==> config.mk <==
export PLATFORM = sky130hd
export DESIGN_NAME = pipeline
export DESIGN_NICKNAME = d
export VERILOG_FILES = /design/src/pip_pkg.sv /design/src/ex.sv /design/src/idec.sv /design/src/ifetch.sv /design/src/mem.sv /design/src/pipe_stage_reg.sv /design/src/pipeline.sv
export SDC_FILE = /design/constraint.sdc
export NUM_CORES = 1
export LEC_CHECK = 0
export ABC_AREA = 1
export BUFFER_PORTS_ARGS = -buffer_cell sky130_fd_sc_hd__buf_2
export CAP_MARGIN = 0
export CORE_UTILIZATION = 55
export CTS_BUF_LIST = sky130_fd_sc_hd__clkbuf_4
export CTS_CLUSTER_SIZE = 20
export DETAILED_ROUTE_END_ITERATION = 10
export HOLD_SLACK_MARGIN = 0.08
export PLACE_DENSITY = 0.76
export SYNTH_ARGS = -nofsm -noshare
export SYNTH_HDL_FRONTEND = slang
export SYNTH_SLANG_ARGS = --single-unit
==> constraint.sdc <==
create_clock -name clock -period 10 [get_ports clock]
set_input_delay 2 -clock clock [delete_from_list [all_inputs] [get_ports clock]]
set_output_delay 2 -clock clock [all_outputs]
set_load 0.03 [all_outputs]
==> src/pip_pkg.sv <==
package pip_pkg;

  // Datapath widths
  localparam int XLEN       = 32;
  localparam int REG_ADDR_W = 5;
  localparam int BE_W       = XLEN / 8;

  localparam logic [XLEN-1:0] RESET_PC = '0;

  // Primary opcodes, inst[31:26]
  localparam logic [5:0] OPC_RTYPE = 6'h00;
  localparam logic [5:0] OPC_ADDI  = 6'h08;
  localparam logic [5:0] OPC_ORI   = 6'h0d;
  localparam logic [5:0] OPC_LW    = 6'h23;
  localparam logic [5:0] OPC_SW    = 6'h2b;

  // R-type function codes, inst[5:0]
  localparam logic [5:0] FUNCT_ADD = 6'h20;
  localparam logic [5:0] FUNCT_SUB = 6'h22;
  localparam logic [5:0] FUNCT_AND = 6'h24;
  localparam logic [5:0] FUNCT_OR  = 6'h25;
  localparam logic [5:0] FUNCT_XOR = 6'h26;
  localparam logic [5:0] FUNCT_SLT = 6'h2a;

  // Where execute takes an operand from
  typedef enum logic [1:0] {
    FWD_NONE,
    FWD_EX_MEM,
    FWD_MEM_WB
  } fwd_t;

  typedef enum logic [2:0] {
    ALU_ADD,
    ALU_SUB,
    ALU_AND,
    ALU_OR,
    ALU_XOR,
    ALU_SLT
  } alu_op_t;

  typedef struct packed {
    logic            valid;
    logic [XLEN-1:0] pc;
    logic [XLEN-1:0] inst;
  } if_id_t;

  typedef struct packed {
    logic                  valid;
    logic [XLEN-1:0]       a;
    logic [XLEN-1:0]       b;
    logic [XLEN-1:0]       imm;
    logic                  imm_valid;
    alu_op_t               alu_op;
    fwd_t                  a_fwd;
    fwd_t                  b_fwd;
    logic                  load;
    logic                  store;
    logic [REG_ADDR_W-1:0] dest;
    logic                  dest_valid;
  } id_ex_t;

  // result is the ALU value, or the address for loads and stores
  typedef struct packed {
    logic                  valid;
    logic [XLEN-1:0]       result;
    logic [XLEN-1:0]       store_data;
    logic                  load;
    logic                  store;
    logic [REG_ADDR_W-1:0] dest;
    logic                  dest_valid;
  } ex_mem_t;

  typedef struct packed {
    logic                  valid;
    logic [XLEN-1:0]       result;
    logic [REG_ADDR_W-1:0] dest;
    logic                  dest_valid;
  } mem_wb_t;

endpackage

==> src/ex.sv <==
`timescale 1ns/1ps

module ex (
  input  logic             clock,
  input  logic             reset_i,
  input  logic             mem_stall_i,
  input  pip_pkg::id_ex_t  id_ex_i,
  input  pip_pkg::mem_wb_t mem_wb_i,
  output pip_pkg::ex_mem_t ex_mem_o
);

  import pip_pkg::*;

  logic [XLEN-1:0] op_a;
  logic [XLEN-1:0] op_b;
  logic [XLEN-1:0] alu_b;
  logic [XLEN-1:0] alu_y;
  ex_mem_t         ex_mem_d;

  function automatic logic [XLEN-1:0] fwd_mux(
    input fwd_t            sel,
    input logic [XLEN-1:0] reg_val,
    input logic [XLEN-1:0] ex_mem_val,
    input logic [XLEN-1:0] mem_wb_val
  );
    logic [XLEN-1:0] val;
    case (sel)
      FWD_EX_MEM: val = ex_mem_val;
      FWD_MEM_WB: val = mem_wb_val;
      default:    val = reg_val;
    endcase
    return val;
  endfunction

  assign op_a  = fwd_mux(id_ex_i.a_fwd, id_ex_i.a, ex_mem_o.result, mem_wb_i.result);
  assign op_b  = fwd_mux(id_ex_i.b_fwd, id_ex_i.b, ex_mem_o.result, mem_wb_i.result);
  assign alu_b = id_ex_i.imm_valid ? id_ex_i.imm : op_b;

  always_comb begin
    case (id_ex_i.alu_op)
      ALU_SUB: alu_y = op_a - alu_b;
      ALU_AND: alu_y = op_a & alu_b;
      ALU_OR:  alu_y = op_a | alu_b;
      ALU_XOR: alu_y = op_a ^ alu_b;
      ALU_SLT: alu_y = {{(XLEN-1){1'b0}}, $signed(op_a) < $signed(alu_b)};
      default: alu_y = op_a + alu_b;
    endcase
  end

  // Store data is the forwarded B, not the immediate
  assign ex_mem_d.valid      = id_ex_i.valid;
  assign ex_mem_d.result     = alu_y;
  assign ex_mem_d.store_data = op_b;
  assign ex_mem_d.load       = id_ex_i.load;
  assign ex_mem_d.store      = id_ex_i.store;
  assign ex_mem_d.dest       = id_ex_i.dest;
  assign ex_mem_d.dest_valid = id_ex_i.dest_valid;

  pipe_stage_reg #(
    .payload_t (ex_mem_t)
  ) ex_mem_reg (
    .clock    (clock),
    .reset_i  (reset_i),
    .hold_i   (mem_stall_i),
    .bubble_i (1'b0),
    .d_i      (ex_mem_d),
    .q_o      (ex_mem_o)
  );

endmodule

==> src/idec.sv <==
`timescale 1ns/1ps

module idec (
  input  logic                           clock,
  input  logic                           reset_i,
  input  logic                           mem_stall_i,
  input  pip_pkg::if_id_t                if_id_i,
  input  pip_pkg::ex_mem_t               ex_mem_i,
  output logic [pip_pkg::REG_ADDR_W-1:0] rfile_rd_addr1_o,
  output logic [pip_pkg::REG_ADDR_W-1:0] rfile_rd_addr2_o,
  input  logic [pip_pkg::XLEN-1:0]       rfile_rd_data1_i,
  input  logic [pip_pkg::XLEN-1:0]       rfile_rd_data2_i,
  output logic                           id_stall_o,
  output pip_pkg::id_ex_t                id_ex_o
);

  import pip_pkg::*;

  logic [5:0]            opc;
  logic [5:0]            funct;
  logic [REG_ADDR_W-1:0] rs;
  logic [REG_ADDR_W-1:0] rt;
  logic [REG_ADDR_W-1:0] rd;
  logic [XLEN-1:0]       imm_sext;
  logic [XLEN-1:0]       imm_zext;

  alu_op_t               alu_op;
  logic [XLEN-1:0]       imm;
  logic                  imm_valid;
  logic                  load;
  logic                  store;
  logic                  a_used;
  logic                  b_used;
  logic [REG_ADDR_W-1:0] dest;
  logic                  dest_ok;
  logic                  load_use;
  id_ex_t                id_ex_d;

  function automatic fwd_t fwd_sel(
    input logic                  used,
    input logic [REG_ADDR_W-1:0] src,
    input logic                  near_wr,
    input logic [REG_ADDR_W-1:0] near_dest,
    input logic                  far_wr,
    input logic [REG_ADDR_W-1:0] far_dest
  );
    fwd_t sel;
    sel = FWD_NONE;
    if (used && src != '0) begin
      // Younger producer wins
      if (near_wr && near_dest == src) begin
        sel = FWD_EX_MEM;
      end else if (far_wr && far_dest == src) begin
        sel = FWD_MEM_WB;
      end
    end
    return sel;
  endfunction

  assign opc      = if_id_i.inst[31:26];
  assign rs       = if_id_i.inst[25:21];
  assign rt       = if_id_i.inst[20:16];
  assign rd       = if_id_i.inst[15:11];
  assign funct    = if_id_i.inst[5:0];
  assign imm_sext = {{(XLEN-16){if_id_i.inst[15]}}, if_id_i.inst[15:0]};
  assign imm_zext = {{(XLEN-16){1'b0}}, if_id_i.inst[15:0]};

  assign rfile_rd_addr1_o = rs;
  assign rfile_rd_addr2_o = rt;

  // Unknown encodings fall through as no-ops
  always_comb begin
    alu_op    = ALU_ADD;
    imm       = imm_sext;
    imm_valid = 1'b0;
    load      = 1'b0;
    store     = 1'b0;
    a_used    = 1'b0;
    b_used    = 1'b0;
    dest      = rd;
    dest_ok   = 1'b0;
    case (opc)
      OPC_RTYPE: begin
        a_used  = 1'b1;
        b_used  = 1'b1;
        dest_ok = 1'b1;
        case (funct)
          FUNCT_ADD: alu_op = ALU_ADD;
          FUNCT_SUB: alu_op = ALU_SUB;
          FUNCT_AND: alu_op = ALU_AND;
          FUNCT_OR:  alu_op = ALU_OR;
          FUNCT_XOR: alu_op = ALU_XOR;
          FUNCT_SLT: alu_op = ALU_SLT;
          default: begin
            a_used  = 1'b0;
            b_used  = 1'b0;
            dest_ok = 1'b0;
          end
        endcase
      end
      OPC_ADDI, OPC_LW: begin
        a_used    = 1'b1;
        imm_valid = 1'b1;
        dest      = rt;
        dest_ok   = 1'b1;
        load      = (opc == OPC_LW);
      end
      OPC_ORI: begin
        alu_op    = ALU_OR;
        imm       = imm_zext;
        a_used    = 1'b1;
        imm_valid = 1'b1;
        dest      = rt;
        dest_ok   = 1'b1;
      end
      OPC_SW: begin
        a_used    = 1'b1;
        b_used    = 1'b1;
        imm_valid = 1'b1;
        store     = 1'b1;
      end
      default: begin
      end
    endcase
  end

  // Load result is not ready until after MEM
  assign load_use = id_ex_o.valid && id_ex_o.load && id_ex_o.dest_valid &&
                    ((a_used && rs == id_ex_o.dest) || (b_used && rt == id_ex_o.dest));
  assign id_stall_o = if_id_i.valid && load_use;

  assign id_ex_d.valid      = if_id_i.valid;
  assign id_ex_d.a          = rfile_rd_data1_i;
  assign id_ex_d.b          = rfile_rd_data2_i;
  assign id_ex_d.imm        = imm;
  assign id_ex_d.imm_valid  = imm_valid;
  assign id_ex_d.alu_op     = alu_op;
  assign id_ex_d.a_fwd      = fwd_sel(a_used, rs, id_ex_o.valid && id_ex_o.dest_valid,
                                      id_ex_o.dest, ex_mem_i.valid && ex_mem_i.dest_valid,
                                      ex_mem_i.dest);
  assign id_ex_d.b_fwd      = fwd_sel(b_used, rt, id_ex_o.valid && id_ex_o.dest_valid,
                                      id_ex_o.dest, ex_mem_i.valid && ex_mem_i.dest_valid,
                                      ex_mem_i.dest);
  assign id_ex_d.load       = if_id_i.valid && load;
  assign id_ex_d.store      = if_id_i.valid && store;
  assign id_ex_d.dest       = dest;
  assign id_ex_d.dest_valid = if_id_i.valid && dest_ok && (dest != '0);

  pipe_stage_reg #(
    .payload_t (id_ex_t)
  ) id_ex_reg (
    .clock    (clock),
    .reset_i  (reset_i),
    .hold_i   (mem_stall_i),
    .bubble_i (id_stall_o),
    .d_i      (id_ex_d),
    .q_o      (id_ex_o)
  );

  // The producer picked one cycle earlier is now in EX/MEM, is no load, and is not r0
  ex_mem_fwd_live: assert property (
    @(posedge clock) disable iff (reset_i)
    id_ex_o.valid && (id_ex_o.a_fwd == FWD_EX_MEM || id_ex_o.b_fwd == FWD_EX_MEM)
    |-> ex_mem_i.valid && ex_mem_i.dest_valid && !ex_mem_i.load && ex_mem_i.dest != '0
  );

endmodule

==> src/ifetch.sv <==
`timescale 1ns/1ps

module ifetch (
  input  logic                     clock,
  input  logic                     reset_i,
  input  logic                     stall_i,
  output logic [pip_pkg::XLEN-1:0] icache_addr_o,
  output logic                     icache_rd_o,
  input  logic [pip_pkg::XLEN-1:0] icache_data_i,
  input  logic                     icache_waitrequest_i,
  output pip_pkg::if_id_t          if_id_o
);

  import pip_pkg::*;

  logic [XLEN-1:0] pc;
  logic            run;
  logic            fetched;
  if_id_t          if_id_d;

  // Fetching starts one cycle after reset is released
  always_ff @(posedge clock) begin
    if (reset_i) begin
      run <= 1'b0;
      pc  <= RESET_PC;
    end else begin
      run <= 1'b1;
      if (fetched && !stall_i) begin
        pc <= pc + XLEN'(4);
      end
    end
  end

  assign icache_rd_o   = run;
  assign icache_addr_o = pc;

  // Word arrives in the cycle waitrequest is low
  assign fetched = run && !icache_waitrequest_i;

  assign if_id_d.valid = fetched;
  assign if_id_d.pc    = pc;
  assign if_id_d.inst  = icache_data_i;

  // On stall the word is dropped and fetched again
  pipe_stage_reg #(
    .payload_t (if_id_t)
  ) if_id_reg (
    .clock    (clock),
    .reset_i  (reset_i),
    .hold_i   (stall_i),
    .bubble_i (!fetched),
    .d_i      (if_id_d),
    .q_o      (if_id_o)
  );

endmodule

==> src/mem.sv <==
`timescale 1ns/1ps

module mem (
  input  logic                           clock,
  input  logic                           reset_i,
  input  pip_pkg::ex_mem_t               ex_mem_i,
  output logic [pip_pkg::XLEN-1:0]       dcache_addr_o,
  output logic                           dcache_rd_o,
  output logic                           dcache_wr_o,
  output logic [pip_pkg::XLEN-1:0]       dcache_wr_data_o,
  output logic [pip_pkg::BE_W-1:0]       dcache_wr_be_o,
  input  logic [pip_pkg::XLEN-1:0]       dcache_data_i,
  input  logic                           dcache_waitrequest_i,
  output logic                           mem_stall_o,
  output pip_pkg::mem_wb_t               mem_wb_o,
  output logic [pip_pkg::REG_ADDR_W-1:0] rfile_wr_addr1_o,
  output logic                           rfile_wr_enable1_o,
  output logic [pip_pkg::XLEN-1:0]       rfile_wr_data1_o
);

  import pip_pkg::*;

  mem_wb_t mem_wb_d;

  assign dcache_rd_o      = ex_mem_i.valid && ex_mem_i.load;
  assign dcache_wr_o      = ex_mem_i.valid && ex_mem_i.store;
  assign dcache_addr_o    = ex_mem_i.result;
  assign dcache_wr_data_o = ex_mem_i.store_data;
  // Full-word stores only
  assign dcache_wr_be_o   = '1;

  assign mem_stall_o = (dcache_rd_o || dcache_wr_o) && dcache_waitrequest_i;

  assign mem_wb_d.valid      = ex_mem_i.valid;
  assign mem_wb_d.result     = ex_mem_i.load ? dcache_data_i : ex_mem_i.result;
  assign mem_wb_d.dest       = ex_mem_i.dest;
  assign mem_wb_d.dest_valid = ex_mem_i.dest_valid;

  pipe_stage_reg #(
    .payload_t (mem_wb_t)
  ) mem_wb_reg (
    .clock    (clock),
    .reset_i  (reset_i),
    .hold_i   (mem_stall_o),
    .bubble_i (1'b0),
    .d_i      (mem_wb_d),
    .q_o      (mem_wb_o)
  );

  // Held entry is written once, in the cycle the stall clears
  assign rfile_wr_addr1_o   = mem_wb_o.dest;
  assign rfile_wr_data1_o   = mem_wb_o.result;
  assign rfile_wr_enable1_o = mem_wb_o.valid && mem_wb_o.dest_valid && !mem_stall_o;

  dcache_rd_wr_excl: assert property (
    @(posedge clock) disable iff (reset_i)
    !(dcache_rd_o && dcache_wr_o)
  );

  // Request stays put until the cache accepts it
  dcache_req_stable: assert property (
    @(posedge clock) disable iff (reset_i)
    mem_stall_o |=> $stable(dcache_addr_o) && $stable(dcache_rd_o) &&
                    $stable(dcache_wr_o) && $stable(dcache_wr_data_o)
  );

endmodule

==> src/pipe_stage_reg.sv <==
`timescale 1ns/1ps

module pipe_stage_reg #(
  parameter type payload_t = logic
) (
  input  logic     clock,
  input  logic     reset_i,
  input  logic     hold_i,
  input  logic     bubble_i,
  input  payload_t d_i,
  output payload_t q_o
);

  // Hold wins over bubble
  always_ff @(posedge clock) begin
    if (reset_i) begin
      q_o <= '0;
    end else if (!hold_i) begin
      if (bubble_i) begin
        q_o <= '0;
      end else begin
        q_o <= d_i;
      end
    end
  end

endmodule

==> src/pipeline.sv <==
`timescale 1ns/1ps

module pipeline (
  input  logic                           clock,
  input  logic                           reset_i,

  // Instruction cache
  output logic [pip_pkg::XLEN-1:0]       icache_addr_o,
  output logic                           icache_rd_o,
  input  logic [pip_pkg::XLEN-1:0]       icache_data_i,
  input  logic                           icache_waitrequest_i,

  // Register file read ports
  output logic [pip_pkg::REG_ADDR_W-1:0] rfile_rd_addr1_o,
  output logic [pip_pkg::REG_ADDR_W-1:0] rfile_rd_addr2_o,
  input  logic [pip_pkg::XLEN-1:0]       rfile_rd_data1_i,
  input  logic [pip_pkg::XLEN-1:0]       rfile_rd_data2_i,

  // Data cache
  output logic [pip_pkg::XLEN-1:0]       dcache_addr_o,
  output logic                           dcache_rd_o,
  output logic                           dcache_wr_o,
  output logic [pip_pkg::XLEN-1:0]       dcache_wr_data_o,
  output logic [pip_pkg::BE_W-1:0]       dcache_wr_be_o,
  input  logic [pip_pkg::XLEN-1:0]       dcache_data_i,
  input  logic                           dcache_waitrequest_i,

  // Register file write port
  output logic [pip_pkg::REG_ADDR_W-1:0] rfile_wr_addr1_o,
  output logic                           rfile_wr_enable1_o,
  output logic [pip_pkg::XLEN-1:0]       rfile_wr_data1_o
);

  import pip_pkg::*;

  if_id_t  if_id;
  id_ex_t  id_ex;
  ex_mem_t ex_mem;
  mem_wb_t mem_wb;

  logic    id_stall;
  logic    mem_stall;
  logic    if_stall;

  assign if_stall = mem_stall | id_stall;

  ifetch ifetch_inst (
    .clock                (clock),
    .reset_i              (reset_i),
    .stall_i              (if_stall),
    .icache_addr_o        (icache_addr_o),
    .icache_rd_o          (icache_rd_o),
    .icache_data_i        (icache_data_i),
    .icache_waitrequest_i (icache_waitrequest_i),
    .if_id_o              (if_id)
  );

  idec idec_inst (
    .clock            (clock),
    .reset_i          (reset_i),
    .mem_stall_i      (mem_stall),
    .if_id_i          (if_id),
    .ex_mem_i         (ex_mem),
    .rfile_rd_addr1_o (rfile_rd_addr1_o),
    .rfile_rd_addr2_o (rfile_rd_addr2_o),
    .rfile_rd_data1_i (rfile_rd_data1_i),
    .rfile_rd_data2_i (rfile_rd_data2_i),
    .id_stall_o       (id_stall),
    .id_ex_o          (id_ex)
  );

  ex ex_inst (
    .clock       (clock),
    .reset_i     (reset_i),
    .mem_stall_i (mem_stall),
    .id_ex_i     (id_ex),
    .mem_wb_i    (mem_wb),
    .ex_mem_o    (ex_mem)
  );

  mem mem_inst (
    .clock                (clock),
    .reset_i              (reset_i),
    .ex_mem_i             (ex_mem),
    .dcache_addr_o        (dcache_addr_o),
    .dcache_rd_o          (dcache_rd_o),
    .dcache_wr_o          (dcache_wr_o),
    .dcache_wr_data_o     (dcache_wr_data_o),
    .dcache_wr_be_o       (dcache_wr_be_o),
    .dcache_data_i        (dcache_data_i),
    .dcache_waitrequest_i (dcache_waitrequest_i),
    .mem_stall_o          (mem_stall),
    .mem_wb_o             (mem_wb),
    .rfile_wr_addr1_o     (rfile_wr_addr1_o),
    .rfile_wr_enable1_o   (rfile_wr_enable1_o),
    .rfile_wr_data1_o     (rfile_wr_data1_o)
  );

endmodule

### Yosys cells after proc, flatten, opt, wreduce, memory -nomap -nowiden

Index checks and enable logic that the tools add are counted.

* bits of input ports: 132
* flip-flop bits (word level): 291
* output and inout port bits: 151

* equality and inequality tests: 25
* muxes and demuxes: 25
* bitwise gates (word level): 4
* add/sub/neg operators: 3
* reductions and logical operators: 38
* order comparisons: 1

Operators with widths (count)
* case mux 32 bit (5 select lines): 1
* case mux 32 bit (2 select lines): 2
* 2-to-1 mux 113 bit: 1
* 2-to-1 mux 32 bit: 3
* 2-to-1 mux 65 bit: 1
* equality test 6 bit, second input constant: 8
* adder 32 x 3 -> 32 bit, second input constant: 1
* adder 32 bit: 1
* bitwise AND 32 bit: 1
* < comparator 32 bit: 1
* OR 32 bit: 1
* subtractor 32 bit: 1
* bitwise XOR 32 bit: 1
* equality test 5 bit: 6
* logical AND 1 bit: 25
* case mux 3 bit (5 select lines): 1
* nonzero test 5 bit: 3
* equality test 6 x 4 -> 1 bit, second input constant: 2
* 2-to-1 mux 2 bit: 6
* equality test 3 x 2 -> 1 bit, second input constant: 2
* equality test 3 bit, second input constant: 2
* logical NOT 6 bit: 1
* case mux 1 bit (2 select lines): 3
* case mux 3 bit (2 select lines): 1
* 12 further kinds: 21

### Longest topological paths before layout

* word-level depth: 11
* mapped depth: 26
* mapped depth without buffers: 24

### Cells and area by module

Synthesis repeated with hierarchy kept, for this count alone.

* cells, all modules: 3493
* area total of the unflattened synthesis: 22022.4 um^2

Modules (own cells, without submodules)
* ex: cells an instance 1582, sequential area each 0.0 um^2, area an instance 8130.3 um^2, instances 1
* pipe_stage_reg (idec_inst.id_ex_reg): cells an instance 491, sequential area each 2262.2 um^2, area an instance 3916.3 um^2, instances 1
* pipe_stage_reg (ex_inst.ex_mem_reg): cells an instance 316, sequential area each 1461.4 um^2, area an instance 2494.9 um^2, instances 1
* pipe_stage_reg (ifetch_inst.if_id_reg): cells an instance 282, sequential area each 1301.2 um^2, area an instance 2248.4 um^2, instances 1
* ifetch: cells an instance 276, sequential area each 620.6 um^2, area an instance 1725.4 um^2, instances 1
* mem: cells an instance 218, sequential area each 0.0 um^2, area an instance 1337.5 um^2, instances 1
* pipe_stage_reg (mem_inst.mem_wb_reg): cells an instance 169, sequential area each 780.7 um^2, area an instance 1336.3 um^2, instances 1
* idec: cells an instance 156, sequential area each 0.0 um^2, area an instance 822.0 um^2, instances 1
* pipeline: cells an instance 3, sequential area each 0.0 um^2, area an instance 11.3 um^2, instances 1

### Least setup slack after synthesis

Ideal clock, no wire load.

* kind: input to output
* start point: in dcache_waitrequest_i
* end point: out rfile_wr_enable1_o
* cell stages on the path: 5
* data required time: 8.000 ns
* setup slack: 4.938 ns
* arrival: 3.062 ns
* cells stage by stage: nand2_1 > nand2_1 > clkbuf_1 > clkbuf_1 > nor2_1

* cells in the longest elaborated chain, start to end: 3

RTL lines
* from (decl): line pipeline.sv:26 `input logic dcache_waitrequest_i,`
* logical AND 1 bit: line mem.sv:32 `assign mem_stall_o = (dcache_rd_o || dcache_wr_o) && dcache_waitrequest_i;`
* logical NOT 1 bit
* logical AND 1 bit: line mem.sv:53 `assign rfile_wr_enable1_o = mem_wb_o.valid && mem_wb_o.dest_valid && !mem_stall_o;`
* to (decl): line pipeline.sv:30 `output logic rfile_wr_enable1_o,`

No other way between the ends.

### Worst setup path after layout

Ends and elaborated chain as after synthesis.

==> results.txt <==
fin crit share - 0.527
#FFs+latches synth - 274
yosys warns - 0
Final setup viols - 0
post-CTS sizing - 0
initial antenna violation count - 13
register area share after synthesis - 0.274
Fin. Hold Viols - 0
PwrDens - 133 mW/mm^2
most frequent cells in the layout - nand2_1 (814), inv_1 (426), a21oi_1 (370), o21ai_0 (279), buf_2 (275)
Final Skew - 0.0560 ns
relative slew slack - 0.242
nets - 3,524
Netlist cell types - 49
number of buffers inserted by hold repair at cts - 0
RSZ-0062 raised after global routing - false
commonest non-fill, non-tap cell in the layout - nand2_1
WP data required - 8.00 ns
synthesized area - 0.0200 sq mm
WS Path Type - in2out
H-tree lvl count - 3
mean post-synth cell area - 6.24 sq um
pin count of the biggest net entering global routing - 103
Synth Instances - 3,208
core footprint - 0.0357 sq mm
leakage power - 0.0108 uW
Core Rows - 69
CTS buffer count - 78
routability congestion estimate - 1.04
CTS tree - done
port bufs - 276
Die W - 193 um
fin crit period - 5.27 ns
worst path arrival time - 3.27 ns
Final Hold Slack - 0.462 ns
Worst Setup End Kind - primary output
Hold Crit Class - reg2reg
Layout fillers - 3,540
final core occ - 0.602
setup tns final - 0 ns
antenna viol nets, final - 0
via/cell ratio - 5.73
gr ovfl total - 0
number of global-route vias before repair - 19,700
drt drc - 12
total track usage - 0.385
max-cap violation count - 0
Synth Flop Type - dfxtp_1
asr flop ratio synth - 0
Ports - 283
worst-path maximum fanout - 72
setup bufs post-CTS - 0
Total Die Area - 0.0371 sq mm
CTS sink cnt - 274
Slew Limit Fails - 0
first-pass GRT wire length - 110,000 um
WL per Instance - 19.1 um
Longest Clk Path Bufs - 3
area added between synthesis and finish - 7.32%
Worst Max-Slew Pin Slew - 1.13 ns
run status - finished, violations left
failing checks - design-rule violations
via count - 21,800
number of synthesized flops with an enable pin - 0
share of cells above drive strength 1 - 0.128
fmax - 190 MHz
Skew-Pair Late Insertion Delay - 0.80 ns
Max VDD drop - 106 uV
TritonRoute pass-1 iters - 8
crit path launch type - primary input
Final HPWL DP - 53,400 um
drt initial violations - 2,283
drt total wl - 72,900 um
root buffer cell - clkbuf_4
Chip Height - 193 um
clk slew on worst S/H paths - 0.06 ns
Starting Density - 0.561
## flip-flops by register name, indices dropped and copies added, names as in the netlist
| name | cells |
|---|---|
| ex_inst.ex_mem_reg.q_o | 73 |
| idec_inst.id_ex_reg.q_o | 98 |
| ifetch_inst.icache_addr_o | 30 |
| ifetch_inst.icache_rd_o | 1 |
| ifetch_inst.if_id_reg.q_o | 33 |
| mem_inst.mem_wb_reg.q_o | 39 |
## power breakdown
| part | total [uW] | switching, uW | internal (uW) |
|---|---|---|---|
| Combinational | 582 | 411 | 171 |
| Clock | 1090 | 522 | 566 |
| Sequential | 1190 | 53.1 | 1140 |
## metal layers
| metal | vias up | routed length (um) | GRT usage |
|---|---|---|---|
| li1 | 10500 | - | - |
| met5 | - | 69 | 0 |
| met2 | 1124 | 32200 | 0.592 |
| met3 | 211 | 7110 | 0.0844 |
| met1 | 9993 | 30100 | 0.508 |
| met4 | 12 | 3450 | 0.183 |
## final timing paths
path / start / endpoint / slack [ns] / cells after the start
worst max-delay path: dcache_waitrequest_i / rfile_wr_enable1_o / 4.73 / 5
worst min-delay path: idec_inst.id_ex_reg.q_o[59] / idec_inst.id_ex_reg.q_o[59] / 0.46 / 2
worst max register to register: idec_inst.id_ex_reg.q_o[8] / ex_inst.ex_mem_reg.q_o[62] / 5.38 / 24
worst min register to register: idec_inst.id_ex_reg.q_o[59] / idec_inst.id_ex_reg.q_o[59] / 0.46 / 2
## cell type report
class / instances / area (sq um) / area share
clock inverters: 26 / 198 / 0.00921
clock buffers: 105 / 788 / 0.0367
repair buffers: 294 / 1520 / 0.0707
diodes: 10 / 25.0 / 0.00117
multi-input cells: 2212 / 11300 / 0.524
inverters: 429 / 1620 / 0.0755
flip-flops and latches: 274 / 5490 / 0.256
well taps: 461 / 577 / 0.0269
## synthesized netlist by cell type (all sizes together), types with 2 or more instances
cell type / count / area share
nand2: 817 / 0.15
inv: 429 / 0.081
a21oi: 370 / 0.093
o21ai: 280 / 0.070
dfxtp: 274 / 0.27
nor2: 233 / 0.044
buf: 170 / 0.061
clkbuf: 127 / 0.024
nand3: 119 / 0.031
ha: 101 / 0.063
nand4: 80 / 0.025
a221o: 32 / 0.016
nor3: 28 / 0.0070
xor2: 28 / 0.012
o22ai: 22 / 0.0069
xnor2: 18 / 0.0079
o221ai: 10 / 0.0044
nand3b: 9 / 0.0034
a31oi: 8 / 0.0025
a211oi: 7 / 0.0026
and2: 7 / 0.0022
o21bai: 6 / 0.0023
o2111ai: 5 / 0.0022
or2: 5 / 0.0016
nor4: 4 / 0.0013
o21a: 3 / 0.0011
a21boi: 2 / 0.00075
conb: 2 / 0.00038
fa: 2 / 0.0020
o211ai: 2 / 0.00075
## critical path, stage by stage
cell and delay, ns:
buf_2 0.10, nand2_1 0.14, nand2_4 0.47, nor2_1 0.29, buf_2 0.25
## cells by family (layout without fill, tap and decap cells)
family / after synthesis / in the layout / synth area share
DFF: 274 / 274 / 0.274
buffers and inverters: 726 / 854 / 0.165
adders and majority gates: 103 / 103 / 0.0652
AOI/OAI and AO/OA: 753 / 753 / 0.205
other: 2 / 16 / 0.000375
xor gates and xnor gates: 46 / 46 / 0.0201
and+or+nand+nor: 1304 / 1304 / 0.270
## through the flow
stage,instances,total power (uW),setup WS (ns),instance area [sq um]
2_1_floorplan,3212,1620,4.94,20000
4_1_cts,3801,2860,4.73,21400
3_5_place_dp,3670,1780,4.28,20500
5_1_grt,3808,3000,4.60,21500
6_report,3811,2860,4.73,21500
3_3_place_gp,3670,1770,4.44,20500
Note: power is estimated with default switching activity, not from simulation.
